===== src/verilog/eeprom_pkg.sv =====
`default_nettype none

package eeprom_pkg;

    localparam int ADDR_W = 11;   // 2K bytes
    localparam int DATA_W = 8;

    // device type code at the top of every control byte
    localparam logic [3:0] DEV_TYPE = 4'b1010;

    // commands from sequencer to bit engine
    localparam logic [1:0] CMD_START = 2'd0;   // also repeated start
    localparam logic [1:0] CMD_STOP  = 2'd1;
    localparam logic [1:0] CMD_WRITE = 2'd2;   // 8 bits out, ack sampled on 9th
    localparam logic [1:0] CMD_READ  = 2'd3;   // 8 bits in, 9th from master_ack

    // control byte, shifted as raw, built and decoded as fields
    typedef union packed {
        logic [DATA_W-1:0] raw;
        struct packed {
            logic [3:0] dev_type;
            logic [2:0] block;    // addr bits 10..8
            logic       rw;       // 1 = read
        } field;
    } ctrl_byte_u;

endpackage

`default_nettype wire

===== src/verilog/bus_bit_if.sv =====
`timescale 1ns/10ps
`default_nettype none

interface bus_bit_if;

    logic [1:0]                    cmd;
    logic                          cmd_valid;    // one cycle per command
    logic [eeprom_pkg::DATA_W-1:0] tx_byte;
    logic                          master_ack;   // read only, drive 9th bit low
    logic [eeprom_pkg::DATA_W-1:0] rx_byte;      // valid with done after a read
    logic                          done;
    logic                          slave_nack;   // valid with done after a write

    modport seq (
        output cmd, cmd_valid, tx_byte, master_ack,
        input  rx_byte, done, slave_nack
    );

    modport eng (
        input  cmd, cmd_valid, tx_byte, master_ack,
        output rx_byte, done, slave_nack
    );

endinterface

`default_nettype wire


===== src/verilog/i2c_bit_engine.sv =====
`timescale 1ns/10ps
`default_nettype none

module i2c_bit_engine #(
    parameter int CLK_DIV = 4   // CLK cycles per half SCL period
) (
    input  logic   CLK,
    input  logic   RESET,
    input  logic   sda_in,
    output logic   scl,
    output logic   sda_low,
    bus_bit_if.eng bus
);

    // one bit is 2*CLK_DIV cycles, SCL low in the first half
    localparam int PH_W = $clog2(2 * CLK_DIV);

    localparam logic [PH_W-1:0] QTR_PH  = PH_W'((CLK_DIV - 1) / 2);
    localparam logic [PH_W-1:0] RISE_PH = PH_W'(CLK_DIV - 1);
    localparam logic [PH_W-1:0] TQTR_PH = PH_W'(CLK_DIV + (CLK_DIV - 1) / 2);
    localparam logic [PH_W-1:0] LAST_PH = PH_W'(2 * CLK_DIV - 1);

    localparam logic [3:0] ACK_BIT = 4'd8;

    logic                          active;
    logic [1:0]                    op;
    logic [PH_W-1:0]               phase;
    logic [3:0]                    bit_cnt;
    logic [eeprom_pkg::DATA_W-1:0] shifter;
    logic                          byte_op;
    logic                          last_bit;
    logic                          sda_next;   // level set at the quarter point

    assign byte_op  = (op == eeprom_pkg::CMD_WRITE) || (op == eeprom_pkg::CMD_READ);
    assign last_bit = (bit_cnt == ACK_BIT);

    assign bus.rx_byte = shifter;

    always_comb
    begin
        case (op)
            eeprom_pkg::CMD_START:
                sda_next = 1'b0;                   // release before SCL goes high
            eeprom_pkg::CMD_STOP:
                sda_next = 1'b1;                   // hold low until mid SCL high
            eeprom_pkg::CMD_WRITE:
                sda_next = !last_bit && !shifter[eeprom_pkg::DATA_W-1];
            default:
                sda_next = last_bit && bus.master_ack;
        endcase
    end

    always_ff @(posedge CLK)
    begin
        if (RESET)
        begin
            active         <= 1'b0;
            op             <= eeprom_pkg::CMD_STOP;
            phase          <= '0;
            bit_cnt        <= '0;
            scl            <= 1'b1;
            sda_low        <= 1'b0;
            bus.done       <= 1'b0;
            bus.slave_nack <= 1'b0;
        end
        else
        begin
            bus.done <= 1'b0;

            if (!active)
            begin
                if (bus.cmd_valid)
                begin
                    active  <= 1'b1;
                    op      <= bus.cmd;
                    phase   <= '0;
                    bit_cnt <= '0;
                    scl     <= 1'b0;   // every command opens with SCL low
                end
            end
            else
            begin
                if (phase == LAST_PH)
                    phase <= '0;
                else
                    phase <= phase + 1'b1;

                if (phase == QTR_PH)
                    sda_low <= sda_next;

                if (phase == RISE_PH)
                begin
                    scl <= 1'b1;
                    if (op == eeprom_pkg::CMD_WRITE && last_bit)
                        bus.slave_nack <= sda_in;   // high means no ack
                end

                // start and stop move SDA in the middle of SCL high
                if (phase == TQTR_PH && !byte_op)
                    sda_low <= (op == eeprom_pkg::CMD_START);

                if (phase == LAST_PH)
                begin
                    if (!byte_op || last_bit)
                    begin
                        active   <= 1'b0;   // SCL stays high until the next command
                        bus.done <= 1'b1;
                    end
                    else
                    begin
                        bit_cnt <= bit_cnt + 1'b1;
                        scl     <= 1'b0;
                    end
                end
            end
        end
    end

    // shared shift register, out MSB first for write, in MSB first for read
    always_ff @(posedge CLK)
    begin
        if (!active)
        begin
            if (bus.cmd_valid)
                shifter <= bus.tx_byte;
        end
        else if (op == eeprom_pkg::CMD_READ)
        begin
            if (phase == RISE_PH && !last_bit)
                shifter <= {shifter[eeprom_pkg::DATA_W-2:0], sda_in};
        end
        else if (op == eeprom_pkg::CMD_WRITE)
        begin
            if (phase == LAST_PH && !last_bit)
                shifter <= {shifter[eeprom_pkg::DATA_W-2:0], 1'b0};
        end
    end

endmodule

`default_nettype wire


===== src/flat_wrapper.sv =====
// flat-port wrapper written by rule: the top's interface ports become plain ports
module i2c_bit_engine_flat 
#(
    parameter int CLK_DIV = 4                                    
)
  (CLK, RESET, sda_in, scl, sda_low, bus_cmd, bus_cmd_valid, bus_tx_byte, bus_master_ack, bus_rx_byte, bus_done, bus_slave_nack);
  bus_bit_if bus_i ();
  input  logic CLK;
  input  logic RESET;
  input  logic sda_in;
  output logic scl;
  output logic sda_low;
  input wire logic [$bits(bus_i.cmd)-1:0] bus_cmd;
  input wire logic [$bits(bus_i.cmd_valid)-1:0] bus_cmd_valid;
  input wire logic [$bits(bus_i.tx_byte)-1:0] bus_tx_byte;
  input wire logic [$bits(bus_i.master_ack)-1:0] bus_master_ack;
  output wire logic [$bits(bus_i.rx_byte)-1:0] bus_rx_byte;
  output wire logic [$bits(bus_i.done)-1:0] bus_done;
  output wire logic [$bits(bus_i.slave_nack)-1:0] bus_slave_nack;
  assign bus_i.cmd = bus_cmd;
  assign bus_i.cmd_valid = bus_cmd_valid;
  assign bus_i.tx_byte = bus_tx_byte;
  assign bus_i.master_ack = bus_master_ack;
  assign bus_rx_byte = bus_i.rx_byte;
  assign bus_done = bus_i.done;
  assign bus_slave_nack = bus_i.slave_nack;
  i2c_bit_engine #(.CLK_DIV(CLK_DIV)) u_core (.CLK(CLK), .RESET(RESET), .sda_in(sda_in), .scl(scl), .sda_low(sda_low), .bus(bus_i));
endmodule

===== config.mk =====
export PLATFORM = sky130hd
export DESIGN_NAME = i2c_bit_engine_flat
export DESIGN_NICKNAME = d
export VERILOG_FILES = /design/src/verilog/eeprom_pkg.sv /design/src/verilog/bus_bit_if.sv /design/src/verilog/i2c_bit_engine.sv /design/src/flat_wrapper.sv
export SDC_FILE = /design/constraint.sdc
export NUM_CORES = 1
export LEC_CHECK = 0
export BUFFER_PORTS_ARGS = -buffer_cell sky130_fd_sc_hd__buf_2
export CAP_MARGIN = 20
export CORE_MARGIN = 2
export CORE_UTILIZATION = 50
export DETAILED_ROUTE_END_ITERATION = 7
export PLACE_DENSITY_LB_ADDON = 0.1
export SLEW_MARGIN = 15
export SYNTH_ARGS = -nofsm -noshare
export SYNTH_HDL_FRONTEND = slang
export SYNTH_SLANG_ARGS = --single-unit

===== constraint.sdc =====
create_clock -name CLK -period 4.3 [get_ports CLK]
set_input_delay 0 -clock CLK [delete_from_list [all_inputs] [get_ports CLK]]
set_output_delay 0 -clock CLK [all_outputs]
set_load 0.01 [all_outputs]

# --- Word level (Yosys, flattened, before mapping) ---
# Index checks and enable logic that the tools add are counted.
totals:
  regBits: 22
  output_inout_bits: 12
  wordCells: 72
classes:
  addsub: 2
  n_eq_ne: 13
  muxes: 26
  n_bitwise: 2
  reduce_logical: 20
op_table:
  columns: ["cell", "count"]
  rows:
  - ["8-bit two-way mux", 6]
  - ["4-bit two-way mux", 4]
  - ["1-bit two-way mux", 12]
  - ["3-bit two-way mux", 3]
  - ["3-bit inequality test, second input constant", 3]
  - ["3-bit == test, second input constant", 2]
  - ["1-bit logical AND", 6]
  - ["3-bit AND reduction", 2]
  - ["4-bit by 1-bit adder with 4-bit output, second input constant", 1]
  - ["2-bit == test, second input constant", 2]
  - ["4-bit == test, second input constant", 1]
  - ["2-bit inequality test, second input constant", 2]
  - ["2-bit AND reduction", 2]
  - ["4-bit AND reduction", 1]
  - ["2-bit nonzero test", 2]
  - ["3-bit by 1-bit adder with 3-bit output, second input constant", 1]
  - ["3-bit by 1-bit == test with 1-bit output, second input constant", 1]
  - ["3-bit by 2-bit == test with 1-bit output, second input constant", 1]
  - ["1-bit logical NOT", 3]
  - ["1-bit one-hot mux with 3 select lines", 1]
  - ["3-bit OR reduction", 1]
  - ["2-bit by 1-bit == test with 1-bit output, second input constant", 1]
  - ["2-bit logical NOT", 1]
  - ["1-bit logical OR", 2]
  - ["1-bit NOT", 2]

# --- Logic depth before layout (Yosys ltp) ---
depth:
  ltp_word: 7
  mapped_depth: 6
  ltp_nobuf: 6

# --- Worst setup path before layout ---
# No wires, ideal clock.
synth_timing:
  path_type: "reg2reg"
  from: "register u_core.phase[0]"
  to: "register u_core.shifter, in the netlist u_core.bus.rx_byte[0], enable pin"
  setup_ns: 0.384
  arrival_ns: 1.543
  required_time_ns: 3.916
  slack_ns: 2.373
  path_stages_with_launch: 6
  n_path_buf: 0
  path_cell_list: "dfxtp_1 ha_1 ha_1 mux2_2 nand2_1 o21ai_0"
synth_between:
  elab_chain_cells: 4
  elab_cells_between_ends: 7
  cone_classes: "eq/ne (4); reduce/logical (3)"
synth_rtl:
  columns: ["element", "line_no", "source"]
  rows:
  - ["start, declared", "i2c_bit_engine.sv:27", "logic [PH_W-1:0] phase;"]
  - ["start signal, assigned", "i2c_bit_engine.sv:86", "phase <= phase + 1'b1;"]
  - ["3-bit by 2-bit == test with 1-bit output / 3-bit == test (equally long branches)", "i2c_bit_engine.sv:129, i2c_bit_engine.sv:134", null]
  - ["1-bit logical AND (on tied branches)", "i2c_bit_engine.sv:129, i2c_bit_engine.sv:134", null]
  - ["3-bit inequality test (no line)", null, null]
  - ["4-bit AND reduction (no line) *", null, null]
  - ["end signal, assigned", "i2c_bit_engine.sv:125", "shifter <= bus.tx_byte;"]
  - ["end signal, assigned", "i2c_bit_engine.sv:130", "shifter <= {shifter[eeprom_pkg::DATA_W-2:0], sda_in};"]
  - ["end signal, assigned", "i2c_bit_engine.sv:135", "shifter <= {shifter[eeprom_pkg::DATA_W-2:0], 1'b0};"]
  - ["end, declared", "i2c_bit_engine.sv:29", "logic [eeprom_pkg::DATA_W-1:0] shifter;"]
# Mark *: on every way between the ends. The rest lies on a longest branch, timed or not.
# A chain may end at the register's enable or synchronous reset.

# --- Worst setup path in the final report ---
layout_timing:
  from: "register u_core.phase[0]"
  to: "register u_core.shifter, in the netlist u_core.bus.rx_byte[7], enable pin"
# The elaborated chain is that of the path after synthesis.

==> impl_metrics.py <==
metrics = {
    "routing": {
        "ant_nets": 0,
        "vias": 913,
        "drt_iter0_markers": 23,
        "drt-pass1-iter-count": 4,
        "drc": 0,
        "detail_route.wl_per_cell_um": 12.5,
        "wl_um": 2210,
        "routed_via_density": 5.16,
    },
    "finish": {
        "num_antenna_cells": 0,
        "drive_above_1_share_pct": 30.2,
        "area_growth_pct": 24.1,
        "layout.nets": 171,
    },
    "clock_network": {
        "cts_tree": "yes",
        "post_cts_resized": 0,
        "ctsHoldBuffers": 11,
        "clkSinkCount": 22,
        "root_buffer": "clkbuf_4",
        "insertion_delay_ps": 310,
        "cts.clk_slew.worst_paths_ps": 130,
        "cts_max_path_buffers": 2,
        "numCtsBuffers": 3,
        "cts.htree.levels": 1,
        "cts_setup_buffers": 0,
    },
    "sta": {
        "fin_crit_ps": 1970,
        "report.final.hold_viol_count": 0,
        "fin_skew_ps": 14.7,
        "worst_slew_pin_slew_ps": 746,
        "rsz0062_at_grt": "false",
        "finalMaxSlewViolations": 0,
        "period_share_pct": 45.9,
        "setup_tns_ps": 0,
        "fmax_mhz": 506,
        "slew_headroom_pct": 50.0,
        "setup_violations": 0,
    },
    "floorplan": {
        "rows": 17,
        "core_um2": 2170,
        "start_util_pct": 51.8,
        "die_area_um2": 2650,
        "io_pins": 27,
        "die_h_um": 51.4,
        "die_w_um": 51.4,
    },
    "global_routing": {
        "grt_max_degree": 28,
        "grt_first_pass_wirelength_um": 3670,
        "track_usage_pct": 18.8,
        "gr-total-overflow": 0,
        "grt_pass1_vias": 822,
        "antenna_found_initial": 0,
    },
    "pwr": {
        "swShare_pct": 24.6,
        "comb_power_share_pct": 14.3,
        "max-vdd-ir-drop_uv": 207,
        "clkPwrFrac_pct": 25.0,
        "p_leak_nw": 0.577,
        "power_mw": 0.384,
        "internal_power_mw": 0.289,
        "seqPwrFrac_pct": 60.7,
        "p_switching_mw": 0.0945,
        "p_per_area_nw_per_um2": 275,
    },
    "synth": {
        "syn_inst": 112,
        "syn_area_um2": 1120,
        "synth_top_area_cell": "dfxtp_1",
        "ys_types": 34,
        "synth_commonest_cells": "dfxtp_1 (14), nand2_1 (12), nor2_1 (10)",
        "ys.flop_type": "dfxtp_1",
        "synthArstFlopShare_pct": 0,
        "synth_most_common_cell": "dfxtp_1",
        "synth_edf_count": 8,
        "yosysWarnings": 0,
        "syn_nets": 133,
        "synth.area.top_cells": "dfxtp_1 (25%), edfxtp_1 (21%), mux2_2 (8.0%)",
        "ys_ff_latch": 22,
        "synth_top_area_share_pct": 24.9,
        "yosysSeqAreaShare_pct": 46.3,
        "synth.avg_cell_area_um2": 10.0,
    },
    "worst_setup_path": {
        "cp_top_family": "compound AO/OA/AOI/OAI gates",
        "worst_path_max_delay_cell": "o21ai_1",
        "crit_path_end_kind": "register",
        "cp.arrival_ps": 1940,
        "crit_path_cell_trace": "ha_1 -> ha_1 -> mux2_2 -> nand2_1 -> o21ai_1",
        "start_kind": "register",
        "cpMostUsedCell": "ha_1",
        "critPathBufInv": 0,
        "cp.required_ps": 4260,
        "crit_fanout": 8,
        "slowest_delay_ps": 600,
        "setup.worst_path.class": "reg2reg",
    },
    "placed_design": {
        "dp_hpwl_um": 1470,
        "io_buffers": 26,
        "gp_congestion": 0.824,
    },
    "job": {
        "cap_violations": 0,
    },
    "worst_hold_path": {
        "worstHoldPathType": "in2reg",
    },
    "outcome": {
        "status": "finished, final reports clean",
    },
}
[layout by cell type, fill, tap and decap left out, drive strengths merged, types with 5 or more instances in the layout]
cell,netlist,routed
dfxtp,14,14
edfxtp,8,8
mux2,9,9
inv,8,8
nor2,10,10
a21oi,5,5
ha,6,6
buf,5,27
dlygate4sd3,0,11
nand2,12,12
[per-stage QoR]
stage | area, µm² | utilization, % | cells | hold slack (ps) | worst slack (ps)
2_1_floorplan | 1120 | - | 112 | 71.6 | 2370
3_3_place_gp | 1260 | 58.1 | 162 | 237 | 2100
3_5_place_dp | 1260 | 58.1 | 162 | 239 | 1980
4_1_cts | 1400 | 64.4 | 177 | 10.0 | 1980
5_1_grt | 1400 | 64.4 | 177 | 18.8 | 2150
6_report | 1400 | 64.4 | 177 | 5.98 | 2330
[cell families (layout without fill, tap and decap cells)]
| family | count (synthesis) | in the layout | share of synthesized area (%) |
|---|---|---|---|
| mux | 10 | 10 | 10.2 |
| simple gates | 44 | 44 | 20.9 |
| flops | 22 | 22 | 46.3 |
| fa+ha+maj | 6 | 6 | 6.67 |
| compound gates | 17 | 17 | 9.90 |
| buf+inv | 13 | 50 | 6.01 |
[path summary, 6_finish.rpt]
kind | start | to | slack [ps] | cells after the start
worst max register to register | u_core.phase[0] | u_core.bus.rx_byte[7] | 2330 | 5
worst min register to register | u_core.bus.slave_nack | u_core.bus.slave_nack | 500 | 2
worst min-delay path | bus_tx_byte[0] | u_core.bus.rx_byte[0] | 6 | 3
worst max-delay path | u_core.phase[0] | u_core.bus.rx_byte[7] | 2330 | 5
[worst reg2reg max path, delay by kind of cell, from the launching register on]
| kind | cells | cell delay (ps) |
|---|---|---|
| compound gates | 1 | 600 |
| fa+ha+maj | 2 | 420 |
| simple gates | 1 | 40 |
| mux | 1 | 170 |
| flops | 1 | 400 |
[sequential cells by signal, summed over array words and instances (netlist names)]
name                   cells
u_core.active              1
u_core.bit_cnt             4
u_core.bus.done            1
u_core.bus.rx_byte         8
u_core.bus.slave_nack      1
u_core.op                  2
u_core.phase               3
u_core.scl                 1
u_core.sda_low             1
[power groups by stage]
stage	combinational (mW)	clock (mW)	sequential, mW
final	0.0550	0.0959	0.233
after global routing	0.0604	0.110	0.235
after detailed placement	0.0471	0	0.238
after floorplan	0.0290	0	0.239
after CTS	0.0547	0.0993	0.233
after global placement	0.0466	0	0.237
[per-layer routing]
metal | up-vias | share of wire [%] | track usage, %
met5 | - | 0 | 0
met4 | 0 | 2.1 | 10.5
met3 | 5 | 3.6 | 2.63
met2 | 22 | 47 | 29.5
met1 | 415 | 47 | 24.8
li1 | 471 | - | -
[area by class of cell]
type / instances / area, µm²
clock buffer: 3 / 22.5
multi-input combinational: 77 / 537
clock inverter: 1 / 3.75
tap: 28 / 35.0
inverter: 8 / 30.0
timing repair buffer: 38 / 248
fill: 204 / 773
sequential: 22 / 520
Power figures use the tool's default switching activity.
