## src/verilog/eeprom_pkg.sv

```systemverilog
`default_nettype none

package eeprom_pkg;

    localparam int ADDR_W = 11;   // 2K bytes
    localparam int DATA_W = 8;

    // device type code at the top of every control byte
    localparam logic [3:0] DEV_TYPE = 4'b1010;

    // commands from sequencer to bit engine
    localparam logic [1:0] CMD_START = 2'd0;   // also repeated start
    localparam logic [1:0] CMD_STOP  = 2'd1;
    localparam logic [1:0] CMD_WRITE = 2'd2;   // 8 bits out, ack sampled on 9th
    localparam logic [1:0] CMD_READ  = 2'd3;   // 8 bits in, 9th from master_ack

    // control byte, shifted as raw, built and decoded as fields
    typedef union packed {
        logic [DATA_W-1:0] raw;
        struct packed {
            logic [3:0] dev_type;
            logic [2:0] block;    // addr bits 10..8
            logic       rw;       // 1 = read
        } field;
    } ctrl_byte_u;

endpackage

`default_nettype wire
```

## src/verilog/bus_bit_if.sv

```systemverilog
`timescale 1ns/10ps
`default_nettype none

interface bus_bit_if;

    logic [1:0]                    cmd;
    logic                          cmd_valid;    // one cycle per command
    logic [eeprom_pkg::DATA_W-1:0] tx_byte;
    logic                          master_ack;   // read only, drive 9th bit low
    logic [eeprom_pkg::DATA_W-1:0] rx_byte;      // valid with done after a read
    logic                          done;
    logic                          slave_nack;   // valid with done after a write

    modport seq (
        output cmd, cmd_valid, tx_byte, master_ack,
        input  rx_byte, done, slave_nack
    );

    modport eng (
        input  cmd, cmd_valid, tx_byte, master_ack,
        output rx_byte, done, slave_nack
    );

endinterface

`default_nettype wire

```

## src/verilog/eeprom_sequencer.sv

```systemverilog
`timescale 1ns/10ps
`default_nettype none

module eeprom_sequencer (
    input  logic                          CLK,
    input  logic                          RESET,
    input  logic                          wr,
    input  logic                          rd,
    input  logic [eeprom_pkg::ADDR_W-1:0] addr,
    input  logic [eeprom_pkg::DATA_W-1:0] wr_data,
    output logic [eeprom_pkg::DATA_W-1:0] rd_data,
    output logic                          busy,
    output logic                          ack,
    output logic                          nack,
    bus_bit_if.seq                        bus
);

    // one-hot states
    localparam logic [9:0] S_IDLE       = 10'b00_0000_0001;
    localparam logic [9:0] S_START      = 10'b00_0000_0010;
    localparam logic [9:0] S_CTRL_WRITE = 10'b00_0000_0100;
    localparam logic [9:0] S_ADDR_WRITE = 10'b00_0000_1000;
    localparam logic [9:0] S_DATA_WRITE = 10'b00_0001_0000;
    localparam logic [9:0] S_RESTART    = 10'b00_0010_0000;
    localparam logic [9:0] S_CTRL_READ  = 10'b00_0100_0000;
    localparam logic [9:0] S_DATA_READ  = 10'b00_1000_0000;
    localparam logic [9:0] S_STOP       = 10'b01_0000_0000;
    localparam logic [9:0] S_DONE       = 10'b10_0000_0000;

    logic [9:0]                    state;
    logic                          is_read;   // latched request
    logic [eeprom_pkg::ADDR_W-1:0] addr_q;
    logic [eeprom_pkg::DATA_W-1:0] data_q;
    logic                          accept;
    logic                          byte_out;
    eeprom_pkg::ctrl_byte_u        ctrl;

    assign busy = (state != S_IDLE) && (state != S_DONE);
    assign ack  = (state == S_DONE);

    // new request only while busy is low, wr wins over rd
    assign accept = !busy && (wr || rd);

    // states that shift a byte out and check the slave ack
    assign byte_out = (state == S_CTRL_WRITE) || (state == S_ADDR_WRITE) ||
                      (state == S_DATA_WRITE) || (state == S_CTRL_READ);

    assign bus.master_ack = 1'b0;   // single byte read ends with nack

    always_comb
    begin
        ctrl.field.dev_type = eeprom_pkg::DEV_TYPE;
        ctrl.field.block    = addr_q[eeprom_pkg::ADDR_W-1:eeprom_pkg::DATA_W];
        ctrl.field.rw       = (state == S_CTRL_READ);
    end

    always_comb
    begin
        case (state)
            S_START, S_RESTART:
                bus.cmd = eeprom_pkg::CMD_START;
            S_CTRL_WRITE, S_ADDR_WRITE, S_DATA_WRITE, S_CTRL_READ:
                bus.cmd = eeprom_pkg::CMD_WRITE;
            S_DATA_READ:
                bus.cmd = eeprom_pkg::CMD_READ;
            default:
                bus.cmd = eeprom_pkg::CMD_STOP;
        endcase
    end

    always_comb
    begin
        case (state)
            S_CTRL_WRITE, S_CTRL_READ:
                bus.tx_byte = ctrl.raw;
            S_ADDR_WRITE:
                bus.tx_byte = addr_q[eeprom_pkg::DATA_W-1:0];
            S_DATA_WRITE:
                bus.tx_byte = data_q;
            default:
                bus.tx_byte = '0;
        endcase
    end

    always_ff @(posedge CLK)
    begin
        if (accept)
        begin
            is_read <= !wr;
            addr_q  <= addr;
            data_q  <= wr_data;
        end
    end

    always_ff @(posedge CLK)
    begin
        if (RESET)
        begin
            state         <= S_IDLE;
            bus.cmd_valid <= 1'b0;
            nack          <= 1'b0;
            rd_data       <= '0;
        end
        else
        begin
            // issue the next command one cycle after done, none after stop
            bus.cmd_valid <= accept || (bus.done && state != S_STOP);

            if (bus.done && byte_out && bus.slave_nack)
                nack <= 1'b1;

            if (accept)
            begin
                nack  <= 1'b0;
                state <= S_START;
            end
            else
            begin
                case (state)
                    S_START:
                        if (bus.done)
                            state <= S_CTRL_WRITE;
                    S_CTRL_WRITE:
                        if (bus.done)
                            state <= bus.slave_nack ? S_STOP : S_ADDR_WRITE;
                    S_ADDR_WRITE:
                        if (bus.done)
                        begin
                            if (bus.slave_nack)
                                state <= S_STOP;
                            else if (is_read)
                                state <= S_RESTART;   // dummy write done, turn around
                            else
                                state <= S_DATA_WRITE;
                        end
                    S_DATA_WRITE:
                        if (bus.done)
                            state <= S_STOP;
                    S_RESTART:
                        if (bus.done)
                            state <= S_CTRL_READ;
                    S_CTRL_READ:
                        if (bus.done)
                            state <= bus.slave_nack ? S_STOP : S_DATA_READ;
                    S_DATA_READ:
                        if (bus.done)
                        begin
                            rd_data <= bus.rx_byte;
                            state   <= S_STOP;
                        end
                    S_STOP:
                        if (bus.done)
                            state <= S_DONE;
                    default:
                        state <= S_IDLE;   // idle, done, or lost encoding
                endcase
            end
        end
    end

endmodule

`default_nettype wire

```

## src/flat_wrapper.sv

```systemverilog
// flat-port wrapper written by rule: the top's interface ports become plain ports
module eeprom_sequencer_flat 
  (CLK, RESET, wr, rd, addr, wr_data, rd_data, busy, ack, nack, bus_cmd, bus_cmd_valid, bus_tx_byte, bus_master_ack, bus_rx_byte, bus_done, bus_slave_nack);
  bus_bit_if bus_i ();
  input  logic CLK;
  input  logic RESET;
  input  logic wr;
  input  logic rd;
  input  logic [eeprom_pkg::ADDR_W-1:0] addr;
  input  logic [eeprom_pkg::DATA_W-1:0] wr_data;
  output logic [eeprom_pkg::DATA_W-1:0] rd_data;
  output logic busy;
  output logic ack;
  output logic nack;
  output wire logic [$bits(bus_i.cmd)-1:0] bus_cmd;
  output wire logic [$bits(bus_i.cmd_valid)-1:0] bus_cmd_valid;
  output wire logic [$bits(bus_i.tx_byte)-1:0] bus_tx_byte;
  output wire logic [$bits(bus_i.master_ack)-1:0] bus_master_ack;
  input wire logic [$bits(bus_i.rx_byte)-1:0] bus_rx_byte;
  input wire logic [$bits(bus_i.done)-1:0] bus_done;
  input wire logic [$bits(bus_i.slave_nack)-1:0] bus_slave_nack;
  assign bus_cmd = bus_i.cmd;
  assign bus_cmd_valid = bus_i.cmd_valid;
  assign bus_tx_byte = bus_i.tx_byte;
  assign bus_master_ack = bus_i.master_ack;
  assign bus_i.rx_byte = bus_rx_byte;
  assign bus_i.done = bus_done;
  assign bus_i.slave_nack = bus_slave_nack;
  eeprom_sequencer u_core (.CLK(CLK), .RESET(RESET), .wr(wr), .rd(rd), .addr(addr), .wr_data(wr_data), .rd_data(rd_data), .busy(busy), .ack(ack), .nack(nack), .bus(bus_i));
endmodule
```

## config.mk

```make
export PLATFORM = sky130hd
export DESIGN_NAME = eeprom_sequencer_flat
export DESIGN_NICKNAME = d
export VERILOG_FILES = /design/src/verilog/eeprom_pkg.sv /design/src/verilog/bus_bit_if.sv /design/src/verilog/eeprom_sequencer.sv /design/src/flat_wrapper.sv
export SDC_FILE = /design/constraint.sdc
export NUM_CORES = 1
export LEC_CHECK = 0
export BUFFER_PORTS_ARGS = -buffer_cell sky130_fd_sc_hd__buf_2
export CORE_ASPECT_RATIO = 0.75
export CORE_MARGIN = 4
export CORE_UTILIZATION = 45
export CTS_CLUSTER_DIAMETER = 200
export DETAILED_ROUTE_END_ITERATION = 10
export PLACE_DENSITY = 0.85
export RECOVER_POWER = 50
export SLEW_MARGIN = 20
export SYNTH_ARGS = -nofsm -noshare
export SYNTH_HDL_FRONTEND = slang
export SYNTH_SLANG_ARGS = --single-unit
```

## constraint.sdc

```tcl
create_clock -name CLK -period 2.3 [get_ports CLK]
set_input_delay 0.46 -clock CLK [delete_from_list [all_inputs] [get_ports CLK]]
set_output_delay 0.46 -clock CLK [all_outputs]
set_load 0.01 [all_outputs]
```

# Word-level counts from Yosys, hierarchy flattened
# Cells that the tools add are included.
[word_totals]
ff_bits = 40
wordCells = 70
[op_classes]
n_bitwise = 1
reduce_logical = 20
eq_ne = 26
mux = 15
[ops]
columns = ["op", "count"]
rows = [
  ["$mux W10", 8],
  ["$pmux W10 S7", 1],
  ["$pmux W8 S3", 1],
  ["$mux W9", 2],
  ["$ne A3 B2 Y1 const B", 6],
  ["$reduce_and A7 Y1", 2],
  ["$ne A2 B2 Y1 const B", 6],
  ["$eq A10 B10 Y1 const B", 1],
  ["$eq A10 B2 Y1 const B", 1],
  ["$eq A10 B3 Y1 const B", 1],
  ["$eq A10 B4 Y1 const B", 1],
  ["$eq A10 B5 Y1 const B", 1],
  ["$eq A10 B6 Y1 const B", 1],
  ["$eq A10 B7 Y1 const B", 1],
  ["$eq A10 B8 Y1 const B", 1],
  ["$eq A10 B9 Y1 const B", 1],
  ["$ne A10 B1 Y1 const B", 1],
  ["$ne A10 B10 Y1 const B", 1],
  ["$ne A10 B9 Y1 const B", 1],
  ["$reduce_or A2 Y1", 4],
  ["$mux W6", 1],
  ["$pmux W2 S3", 1],
  ["$logic_and A1 B1 Y1", 5],
  ["$logic_or A1 B1 Y1", 5],
  ["7 further kinds", 8],
]

# Logic depth before layout (Yosys ltp)
# Gate-level depths: netlist of the first run.
[depth]
word_depth = 6
mapped_depth = 9

# Least setup slack after synthesis of the first run
# No wires, ideal clock.
[synth_path]
path_kind = "reg2reg"
from = "reg u_core.state[5]"
to = "reg u_core.addr_q[0] (netlist bit), enable pin"
arrival_ns = 2.186
path_stages_with_launch = 5
required_ns = 1.899
slack_ns = -0.288
path_buffers = 1
path_cell_list = "dfxtp_1 -> buf_4 -> nor4_1 -> nand3_1 -> nor2_1"
[synth_via]
elab_chain_len = 4
[synth_rtl]
columns = ["item", "line_no", "source"]
rows = [
  ["start: declaration", "eeprom_sequencer.sv:30", "logic [9:0] state;"],
  ["start signal: assignment", "eeprom_sequencer.sv:125", "state <= bus.slave_nack ? S_STOP : S_ADDR_WRITE;"],
  ["start signal: assignment", "eeprom_sequencer.sv:144", "state <= bus.slave_nack ? S_STOP : S_DATA_READ;"],
  ["$ne A10 B1 Y1 or $ne A10 B10 Y1 (tied branches)", "eeprom_sequencer.sv:38", "assign busy = (state != S_IDLE) && (state != S_DONE);"],
  ["$logic_and A1 B1 Y1 *", "eeprom_sequencer.sv:38", ""],
  ["net busy", "flat_wrapper.sv:12", "output logic busy;"],
  ["$logic_not A1 Y1 *", "eeprom_sequencer.sv:42", "assign accept = !busy && (wr || rd);"],
  ["$logic_and A1 B1 Y1 *", "eeprom_sequencer.sv:42", ""],
  ["net u_core.accept", "eeprom_sequencer.sv:34", "logic accept;"],
  ["end signal: assignment", "eeprom_sequencer.sv:90", "addr_q <= addr;"],
  ["end: declaration", "eeprom_sequencer.sv:32", "logic [eeprom_pkg::ADDR_W-1:0] addr_q;"],
]
# The timed path passes the listed nets; every way through them passes the cells marked *.
# A chain may end at the register's enable or synchronous reset.

# Final worst setup path of the first run
[layout_path]
from = "reg u_core.state[4]"
to = "out bus_cmd[0]"
[layout_via]
elab_chain_len = 3
[layout_rtl]
columns = ["item", "line_no", "source"]
rows = [
  ["$eq A10 B5 Y1, or another cell as far along", "eeprom_sequencer.sv:59", "case (state)"],
  ["$reduce_or A4 Y1 or $reduce_or A2 Y1 (tied branches)", "eeprom_sequencer.sv:59", ""],
  ["$pmux W2 S3 *", "eeprom_sequencer.sv:59", ""],
  ["end: declaration", "flat_wrapper.sv:15", "output wire logic [$bits(bus_i.cmd)-1:0] bus_cmd;"],
]
# Mark *: on every way between the ends. The rest lies on a longest branch, timed or not.

==> results of run 1 <==
[critical path, cell delays in order (launching register included)]
cell	delay [ns]
dfxtp_4	0.35
or4_4	0.55
nor4_4	0.36
or3_1	0.22
nor3_1	0.07
buf_2	0.15
[cells in the mapped netlist (2+ instances only)]
master    instances
buf_6             2
a21oi_1           6
a221o_1           2
nor2_1           21
mux2i_1           9
nand4b_1          2
a22o_1            2
inv_1             4
nor4_1            4
a22oi_1           6
nor3_1            3
buf_4             4
edfxtp_1         20
nand2_1          13
and3_1            2
clkbuf_1          3
or4_1             2
nor4b_1           5
a31oi_1           2
or3_1             3
dfxtp_1          20
xor2_1            3
[registers in the layout, summed over array words and instances (netlist names)]
name and flops:
u_core.data_q 8, u_core.nack 1, u_core.rd_data 8, u_core.addr_q 11, u_core.bus.cmd_valid 1, u_core.is_read 1, u_core.state 10
[repair_timing]
action,4_1_cts,5_1_grt
buffers inserted,3,0
gates resized for setup,9,12
endpoints found under the setup margin,9,16
pin swaps,5,2
cloned,0,0
[through the flow]
| stage | utilization, % | instances |
|---|---|---|
| 5_1_grt | 62.2 | 276 |
| 3_3_place_gp | 57.6 | 265 |
| 6_report | 62.2 | 276 |
| 3_5_place_dp | 57.6 | 265 |
| 4_1_cts | 61.8 | 276 |
| 2_1_floorplan | - | 157 |
[area by class of cell]
cell class,count,area (um2),area share [%]
well taps,52,65.1,2.82
multi-input cells,102,707,30.6
repair buffers,70,393,17.0
flip-flops and latches,40,1020,44.1
clock inverters,3,42.5,1.84
clock buffers,5,68.8,2.98
inverters,4,15.0,0.650
[how the worst min path moves through the flow]
stage,start,to,slack [ns],cells after the start
6_report,wr_data[0],u_core.data_q[0],0.33,1
4_1_cts,addr[0],u_core.addr_q[0],0.33,1
5_1_grt,wr_data[0],u_core.data_q[0],0.32,1
2_1_floorplan,u_core.nack,u_core.nack,0.50,2
3_5_place_dp,u_core.rd_data[0],u_core.rd_data[0],0.48,2
3_3_place_gp,u_core.rd_data[6],u_core.rd_data[6],0.47,2
[kinds of logic after synthesis]
kind of cell / Yosys count / synth area share (%)
XOR/XNOR: 4 / 1.99
flip-flops: 40 / 56.8
multiplexers: 9 / 5.11
buffers and inverters: 15 / 5.04
other: 1 / 0.213
AND/OR/NAND/NOR: 65 / 21.2
AO/OA/AOI/OAI: 23 / 9.59
[layer usage]
layer / wire length (um) / share of wire (%)
met5: 0 / 0
met3: 455 / 10
met4: 78 / 1.7
met1: 1860 / 41
met2: 2130 / 47
[power by group]
group | internal, mW | total, mW | switching, mW | leakage [nW]
clock | 0.321 | 0.567 | 0.246 | 0.0558
combinational | 0.0577 | 0.135 | 0.0771 | 0.604
sequential | 0.802 | 0.824 | 0.0222 | 0.360
total | 1.18 | 1.53 | 0.345 | 1.02
==> impl_metrics.json, run 1 <==
{
  "track_usage_pct": 18.7,
  "die_h_um": 62.2,
  "num_rows": 19,
  "clockBufferDepth": 2,
  "drv_slew": 0,
  "dr.pass1.iters": 5,
  "grt_pass1_wl_um": 7270,
  "area_growth_pct": 31.0,
  "syn_inst": 157,
  "nFillCells": 297,
  "cts_sinks": 40,
  "cts_tree": "done",
  "vias": 1506,
  "grt_pass1_vias": 1477,
  "leakagePower_nw": 1.02,
  "rsz0062_at_grt": "yes",
  "setup_slack_ns": -0.154,
  "fin_nets": 256,
  "setup_viol": 9,
  "r2r_end": "u_core.state[7]",
  "cts_inserted_buffers": 5,
  "synth_area_leader_cell": "edfxtp_1",
  "worstMarginPinSlew_ns": 0.564,
  "synth_top_cell_area_share_pct": 34.1,
  "met3_usage_pct": 5.92,
  "status": "finished, violations left",
  "portBuffers": 54,
  "place_area_um2": 2140,
  "min_path_type": "input pin to flop",
  "start_util_pct": 47.5,
  "post-place-ws_ns": 0.113,
  "synthFlopType": "edfxtp_1",
  "rrSetupSlack_ns": 0.07,
  "cts.htree.levels": 2,
  "path_clk_slew_ns": 0.08,
  "fin_area_um2": 2310,
  "end_kind": "primary output",
  "gr-max-usage-layer": "met2",
  "vias_per_cell": 5.46,
  "p_total_mw": 1.53,
  "drive_gt1_share_pct": 39.3,
  "die_area_um2": 4990,
  "required_ns": 1.84,
  "period_minus_slack_ns": 2.45,
  "startpoint_type": "flop",
  "wl_per_cell_um": 16.4,
  "yosysWarnings": 0,
  "critPathLaunch": "u_core.state[4]",
  "max_freq_mhz": 408,
  "final_cell_mix": "buf_2 (43), nor2_1 (21), edfxtp_1 (20)",
  "synth_edf_count": 20,
  "hold_ws_ns": 0.333,
  "synth.avg_cell_area_um2": 11.2,
  "drc": 0,
  "core-area_um2": 3710,
  "skew_ns": 0.00745,
  "root_buffer": "clkbuf_8",
  "gr-total-overflow": 0,
  "hold_buffers": 0,
  "globalRouteMet2Util_pct": 28.1,
  "setup.worst_path.end": "bus_cmd[0]",
  "critPathKind": "flop to primary output",
  "setup_tns_ns": -0.910,
  "hold_viol": 0,
  "synth_cell_type_count": 41,
  "gp_congestion": 0.930,
  "globalRouteMet1Util_pct": 24.8,
  "worst_skew_pair.late_latency_ns": 0.30,
  "ys_seq_area_share_pct": 56.8,
  "drt-initial-drc-count": 122,
  "yosys-top-cells-area": "edfxtp_1 (34%), dfxtp_1 (23%), mux2i_1 (5.1%)",
  "worst-r2r-cell-count": 8,
  "ant_nets": 0,
  "p_per_area_nw_per_um2": 661,
  "crit_fanout": 4,
  "maxCapViolCount": 0,
  "violations": "setup timing",
  "post-dp-hpwl_um": 3170,
  "syn-cell-area_um2": 1760,
  "die_w_um": 80.3,
  "slew_headroom_pct": 62.4,
  "routed_wl_um": 4520,
  "diodes": 0,
  "r2r_start": "u_core.state[9]",
  "layout_commonest_cell": "buf_2",
  "antenna_found_initial": 0,
  "synth_fp_nets": 190,
  "ir_drop_uv": 466,
  "io_pins": 56,
  "grt_max_degree": 21,
  "synth_seq_cells": 40,
  "cp.arrival_ns": 1.99,
  "min_period_over_period_pct": 107,
  "async_flop_share_pct": 0
}
Power figures use the tool's default switching activity.
==> run 2: changes to the inputs <==
Settings changed: REMOVE_ABC_BUFFERS set to 1.
==> run 2 against run 1 <==
Effect of this change:
- the run still ends with setup timing left
- via count decreased by 1.7%
- wire length fell by 3.5%
- clock skew fell by 0.0048 ns
- sequential share of layout area decreased by 0.32 points
- global-route usage decreased by 0.66 points
- register-to-register slack worse by 0.04 ns
- utilization rose by 0.61 points
- fmax is 1.3% higher
- clock power is 3.7% higher
- worst hold slack got worse by 0.00082 ns
- critical path type unchanged
==> impl_metrics.json, run 2 (same netlist as run 1, synthesis figures left out) <==
{
  "antenna_found_initial": 0,
  "fin_area_um2": 2330,
  "gp_congestion": 0.944,
  "hold_ws_ns": 0.333,
  "cts_sinks": 40,
  "setup_viol": 8,
  "drt-initial-drc-count": 158,
  "place_area_um2": 2100,
  "gr-max-usage-layer": "met2",
  "dr.pass1.iters": 4,
  "max_freq_mhz": 413,
  "drive_gt1_share_pct": 40.2,
  "final_cell_mix": "buf_2 (40), nor2_1 (20), edfxtp_1 (20)",
  "maxCapViolCount": 0,
  "routed_wl_um": 4360,
  "globalRouteMet2Util_pct": 26.9,
  "grt_pass1_vias": 1361,
  "gr-total-overflow": 0,
  "vias_per_cell": 5.36,
  "crit_chain": "or4_4 > nor4_4 > or3_1 > nor3_1 > buf_2",
  "wl_per_cell_um": 15.8,
  "ir_drop_uv": 495,
  "p_per_area_nw_per_um2": 658,
  "period_minus_slack_ns": 2.42,
  "post-dp-hpwl_um": 3060,
  "nFillCells": 309,
  "critPathKind": "flop to primary output",
  "hold_viol": 0,
  "instances_no_fill": 276,
  "start_util_pct": 47.5,
  "die_area_um2": 4990,
  "worst_skew_pair.late_latency_ns": 0.29,
  "end_kind": "primary output",
  "io_pins": 56,
  "crit_slowest_cell": "or4_4",
  "startpoint_type": "flop",
  "drc": 0,
  "fin_nets": 256,
  "grt_max_degree": 24,
  "portBuffers": 54,
  "worstMarginPinSlew_ns": 0.582,
  "leakagePower_nw": 1.02,
  "path_clk_slew_ns": 0.08,
  "post-place-ws_ns": 0.0661,
  "cp.arrival_ns": 1.96,
  "crit_fanout": 3,
  "setup_slack_ns": -0.123,
  "drv_slew": 0,
  "ant_nets": 0,
  "area_growth_pct": 32.3,
  "cts_inserted_buffers": 5,
  "diodes": 0,
  "clockBufferDepth": 2,
  "track_usage_pct": 18.1,
  "skew_ns": 0.00269,
  "die_w_um": 80.3,
  "slew_headroom_pct": 61.2,
  "core-area_um2": 3710,
  "violations": "setup timing",
  "required_ns": 1.84,
  "vias": 1480,
  "regMostFlops": "u_core.addr_q",
  "die_h_um": 62.2,
  "top_regs": "u_core.addr_q: 11 flops, u_core.state: 10 flops",
  "largest_register_ff_count": 11,
  "min_path_type": "input pin to flop",
  "root_buffer": "clkbuf_8",
  "cts_tree": "done",
  "status": "finished, violations left",
  "rsz0062_at_grt": "yes",
  "cts.htree.levels": 2,
  "min_period_over_period_pct": 105,
  "grt_pass1_wl_um": 6900,
  "layout_commonest_cell": "buf_2",
  "dp.cells": 262,
  "met3_usage_pct": 5.78,
  "cp_slowest_stage_delay_ns": 0.54,
  "num_rows": 19,
  "globalRouteMet1Util_pct": 25.2
}
run 2: power by group:
group | switching, mW | internal, mW | total [mW]
logic | 0.0735 | 0.0488 | 0.122
registers | 0.0216 | 0.801 | 0.823
clock network | 0.261 | 0.327 | 0.588
total | 0.356 | 1.18 | 1.53
run 2: area by class of cell:
class                      count  area (um2)  area share, %
timing repair buffer          70         399           17.1
clock inverter                 3        47.5           2.04
inverter                       4        15.0          0.644
sequential                    40        1020           43.7
multi-input combinational    102         716           30.7
tap                           52        65.1           2.79
clock buffer                   5        68.8           2.95
run 2: metal layers:
metal / up-vias / routed length, um
met1: 714 / 1920
met2: 49 / 2130
met3: 4 / 286
met5: - / 0
met4: 0 / 25
li1: 713 / -
run 2: repair_timing:
action	CTS	global route
setup buffers	4	2
hold buffers	0	0
gates cloned	0	0
pin swaps	2	6
gates resized for setup	15	13
setup endpoints to repair	8	8
run 2: critical path: cells and delay by family, from the launching register on:
family	cells	cell delay, ns
flops	1	0.35
simple gates	4	1.16
buf+inv	1	0.15
run 2: worst paths after layout:
| check | from | endpoint | slack [ns] | depth (start not counted) |
|---|---|---|---|---|
| max | u_core.state[9] | bus_cmd[0] | -0.12 | 5 |
| min | addr[4] | u_core.addr_q[4] | 0.33 | 1 |
| max reg2reg | u_core.state[4] | u_core.state[7] | 0.03 | 9 |
| min reg2reg | u_core.nack | u_core.nack | 0.48 | 2 |
run 2: through the flow:
stage	TNS, ns	power, mW	utilization (%)
finish	-0.636	1.53	62.9
detailed placement	0	0.958	56.6
global placement	0	0.955	56.6
CTS	-0.347	1.53	61.6
global route	-1.43	1.59	62.9
floorplan	-4.90	0.891	-
==> run 3: changes to the inputs <==
Settings changed: ABC_AREA set to 1, PLACE_DENSITY 0.85 to 0.84.
==> run 3 against run 2 <==
Effect of this change:
- the run now ends clean
- worst hold slack improved by 0.0017 ns
- via count grew 5.3%
- first-iteration DRC count is 34% lower
- clock power rose by 1%
- synthesized cell count increased by 27%
- final area fell by 2.4%
- die area is 3.0% higher
- sequential power up 6.3%
- wire length shrank 5.2%
- power is 13% higher
- worst setup slack improved by 0.29 ns
- critical path type unchanged
==> impl_metrics.json, run 3 <==
{
  "leakagePower_nw": 1.02,
  "skew_ns": 0.00340,
  "r2r_end": "u_core.state[8]",
  "path_clk_slew_ns": 0.08,
  "area_growth_pct": 24.9,
  "rsz0062_at_grt": "no",
  "worst-r2r-cell-count": 11,
  "cts_tree": "done",
  "regMostFlops": "u_core.addr_q",
  "top_regs": "u_core.addr_q: 11 flops, u_core.state: 10 flops",
  "setup_viol": 0,
  "crit_fanout": 5,
  "drv_slew": 0,
  "synth_seq_cells": 40,
  "ir_drop_uv": 561,
  "syn_inst": 199,
  "setup_tns_ns": 0,
  "grt_pass1_vias": 1547,
  "num_rows": 19,
  "ant_nets": 0,
  "fin_nets": 293,
  "drt-initial-drc-count": 104,
  "synth_area_leader_cell": "edfxtp_1",
  "maxCapViolCount": 0,
  "portBuffers": 54,
  "critPathLaunch": "u_core.state[3]",
  "synth.most_common_cell": "nor2_1",
  "core-area_um2": 3780,
  "synth_top_family_by_area": "simple AND/OR/NAND/NOR gates",
  "die_area_um2": 5140,
  "layout_commonest_cell": "buf_2",
  "cts_sinks": 40,
  "async_flop_share_pct": 0,
  "end_kind": "primary output",
  "cp.arrival_ns": 1.67,
  "post-dp-hpwl_um": 3110,
  "io_pins": 56,
  "hold_buffers": 0,
  "drive_gt1_share_pct": 32.2,
  "ys_seq_area_share_pct": 54.9,
  "dr.pass1.iters": 5,
  "syn-cell-area_um2": 1820,
  "track_usage_pct": 18.0,
  "synth_edf_count": 20,
  "final_cell_mix": "buf_2 (43), nor2_1 (31), nand2_1 (29)",
  "grt_max_degree": 17,
  "gp_congestion": 0.959,
  "worst_skew_pair.late_latency_ns": 0.30,
  "cts_inserted_buffers": 5,
  "post-route-util_pct": 60.2,
  "diodes": 0,
  "grt_pass1_wl_um": 7040,
  "min_to": "u_core.data_q[1]",
  "startpoint_type": "flop",
  "gr-total-overflow": 0,
  "root_buffer": "clkbuf_8",
  "max_freq_mhz": 469,
  "synthFlopType": "edfxtp_1",
  "largest_register_ff_count": 11,
  "die_w_um": 81.5,
  "vias_per_cell": 4.98,
  "yosys-top-cells-area": "edfxtp_1 (33%), dfxtp_1 (22%), nor2_1 (6.4%)",
  "hold_path_depth": 1,
  "wl_per_cell_um": 13.2,
  "clockBufferDepth": 2,
  "synth_xor_xnor_area_share_pct": 0,
  "rrSetupSlack_ns": 0.51,
  "vias": 1559,
  "synth_cell_type_count": 31,
  "antenna_found_initial": 0,
  "synthSimpleGateAreaFrac_pct": 32.3,
  "synth_mux_area_share_pct": 0,
  "routed_wl_um": 4140,
  "cts.htree.levels": 2,
  "start_util_pct": 48.2,
  "min_path_type": "input pin to flop",
  "hold_start": "wr_data[1]",
  "status": "finished, final reports clean",
  "synth_compound_area_share_pct": 7.01,
  "yosysWarnings": 0,
  "required_ns": 1.84,
  "synth.avg_cell_area_um2": 9.15,
  "die_h_um": 63.1,
  "critPathKind": "flop to primary output",
  "period_minus_slack_ns": 2.13,
  "synthTopCellsByCount": "nor2_1 (31), nand2_1 (29), dfxtp_1 (20), edfxtp_1 (20)",
  "synth_top_cell_area_share_pct": 33.0,
  "min_period_over_period_pct": 92.6,
  "hold_viol": 0,
  "drc": 0,
  "r2r_start": "u_core.state[3]",
  "p_per_area_nw_per_um2": 763,
  "synthAdderAreaFrac_pct": 0
}
-- run 3: cell count changes after synthesis, moves of 9 or more --
cell	delta
mux2i_1	-9
nand2_1	+16
nor2_1	+10
nand3_1	+14
o21ai_0	+10
inv_1	+11
-- run 3: how the worst max path moves through the flow --
| stage | to | slack, ns |
|---|---|---|
| global placement | bus_tx_byte[7] | 0.54 |
| floorplan | u_core.addr_q[0] | 0.64 |
| finish | bus_tx_byte[3] | 0.17 |
| CTS | bus_tx_byte[3] | 0.15 |
| global route | bus_tx_byte[3] | 0.05 |
| detailed placement | bus_tx_byte[3] | 0.50 |
-- run 3: kinds of logic after synthesis --
| family | Yosys count |
|---|---|
| buf+inv | 25 |
| flops | 40 |
| simple gates | 112 |
| other cells | 1 |
| compound gates | 21 |
-- run 3: critical path, stage by stage (launching register included) --
cell and delay, ns:
dfxtp_1 0.33, inv_1 0.11, nand2_2 0.10, nor2_4 0.18, nand3_2 0.13, nand2_1 0.22
nand2_1 0.08, nand3_1 0.08, buf_2 0.13
-- run 3: power breakdown --
part / switching [mW] / internal, mW
logic: 0.172 / 0.0932
registers: 0.0256 / 0.849
clock network: 0.269 / 0.327
total: 0.467 / 1.27
-- run 3: final cells by class --
cell class / instances / area [um2]
clock buffer: 5 / 68.8
clock inverter: 3 / 46.3
fill: 321 / 1510
inverter: 23 / 88.8
multi-input combinational: 134 / 721
sequential: 40 / 1000
tap: 52 / 65.1
timing repair buffer: 56 / 284
-- run 3: repair_timing --
item | CTS | global route
setup endpoints to repair | 0 | 6
hold endpoints to repair | 0 | 0
resized for setup | 0 | 1
buffers inserted | 0 | 0
-- run 3: metrics by stage --
stage | hold slack (ns) | cells | setup slack, ns | power (mW) | instance area (um2)
after detailed placement | 0.464 | 305 | 0.500 | 1.16 | 2170
final | 0.334 | 313 | 0.170 | 1.74 | 2270
after floorplan | 0.465 | 197 | 0.645 | 1.05 | 1810
after CTS | 0.323 | 313 | 0.145 | 1.74 | 2290
after global placement | 0.443 | 305 | 0.536 | 1.15 | 2170
after global routing | 0.317 | 313 | 0.0457 | 1.82 | 2270
-- run 3: metal layers --
layer | vias up | GRT usage, % | part of all wire (%)
met1 | 713 | 24.3 | 46
li1 | 786 | - | -
met5 | - | 0 | 0
met3 | 2 | 5.56 | 8.6
met2 | 58 | 26.9 | 45
met4 | 0 | 6.54 | 0.46
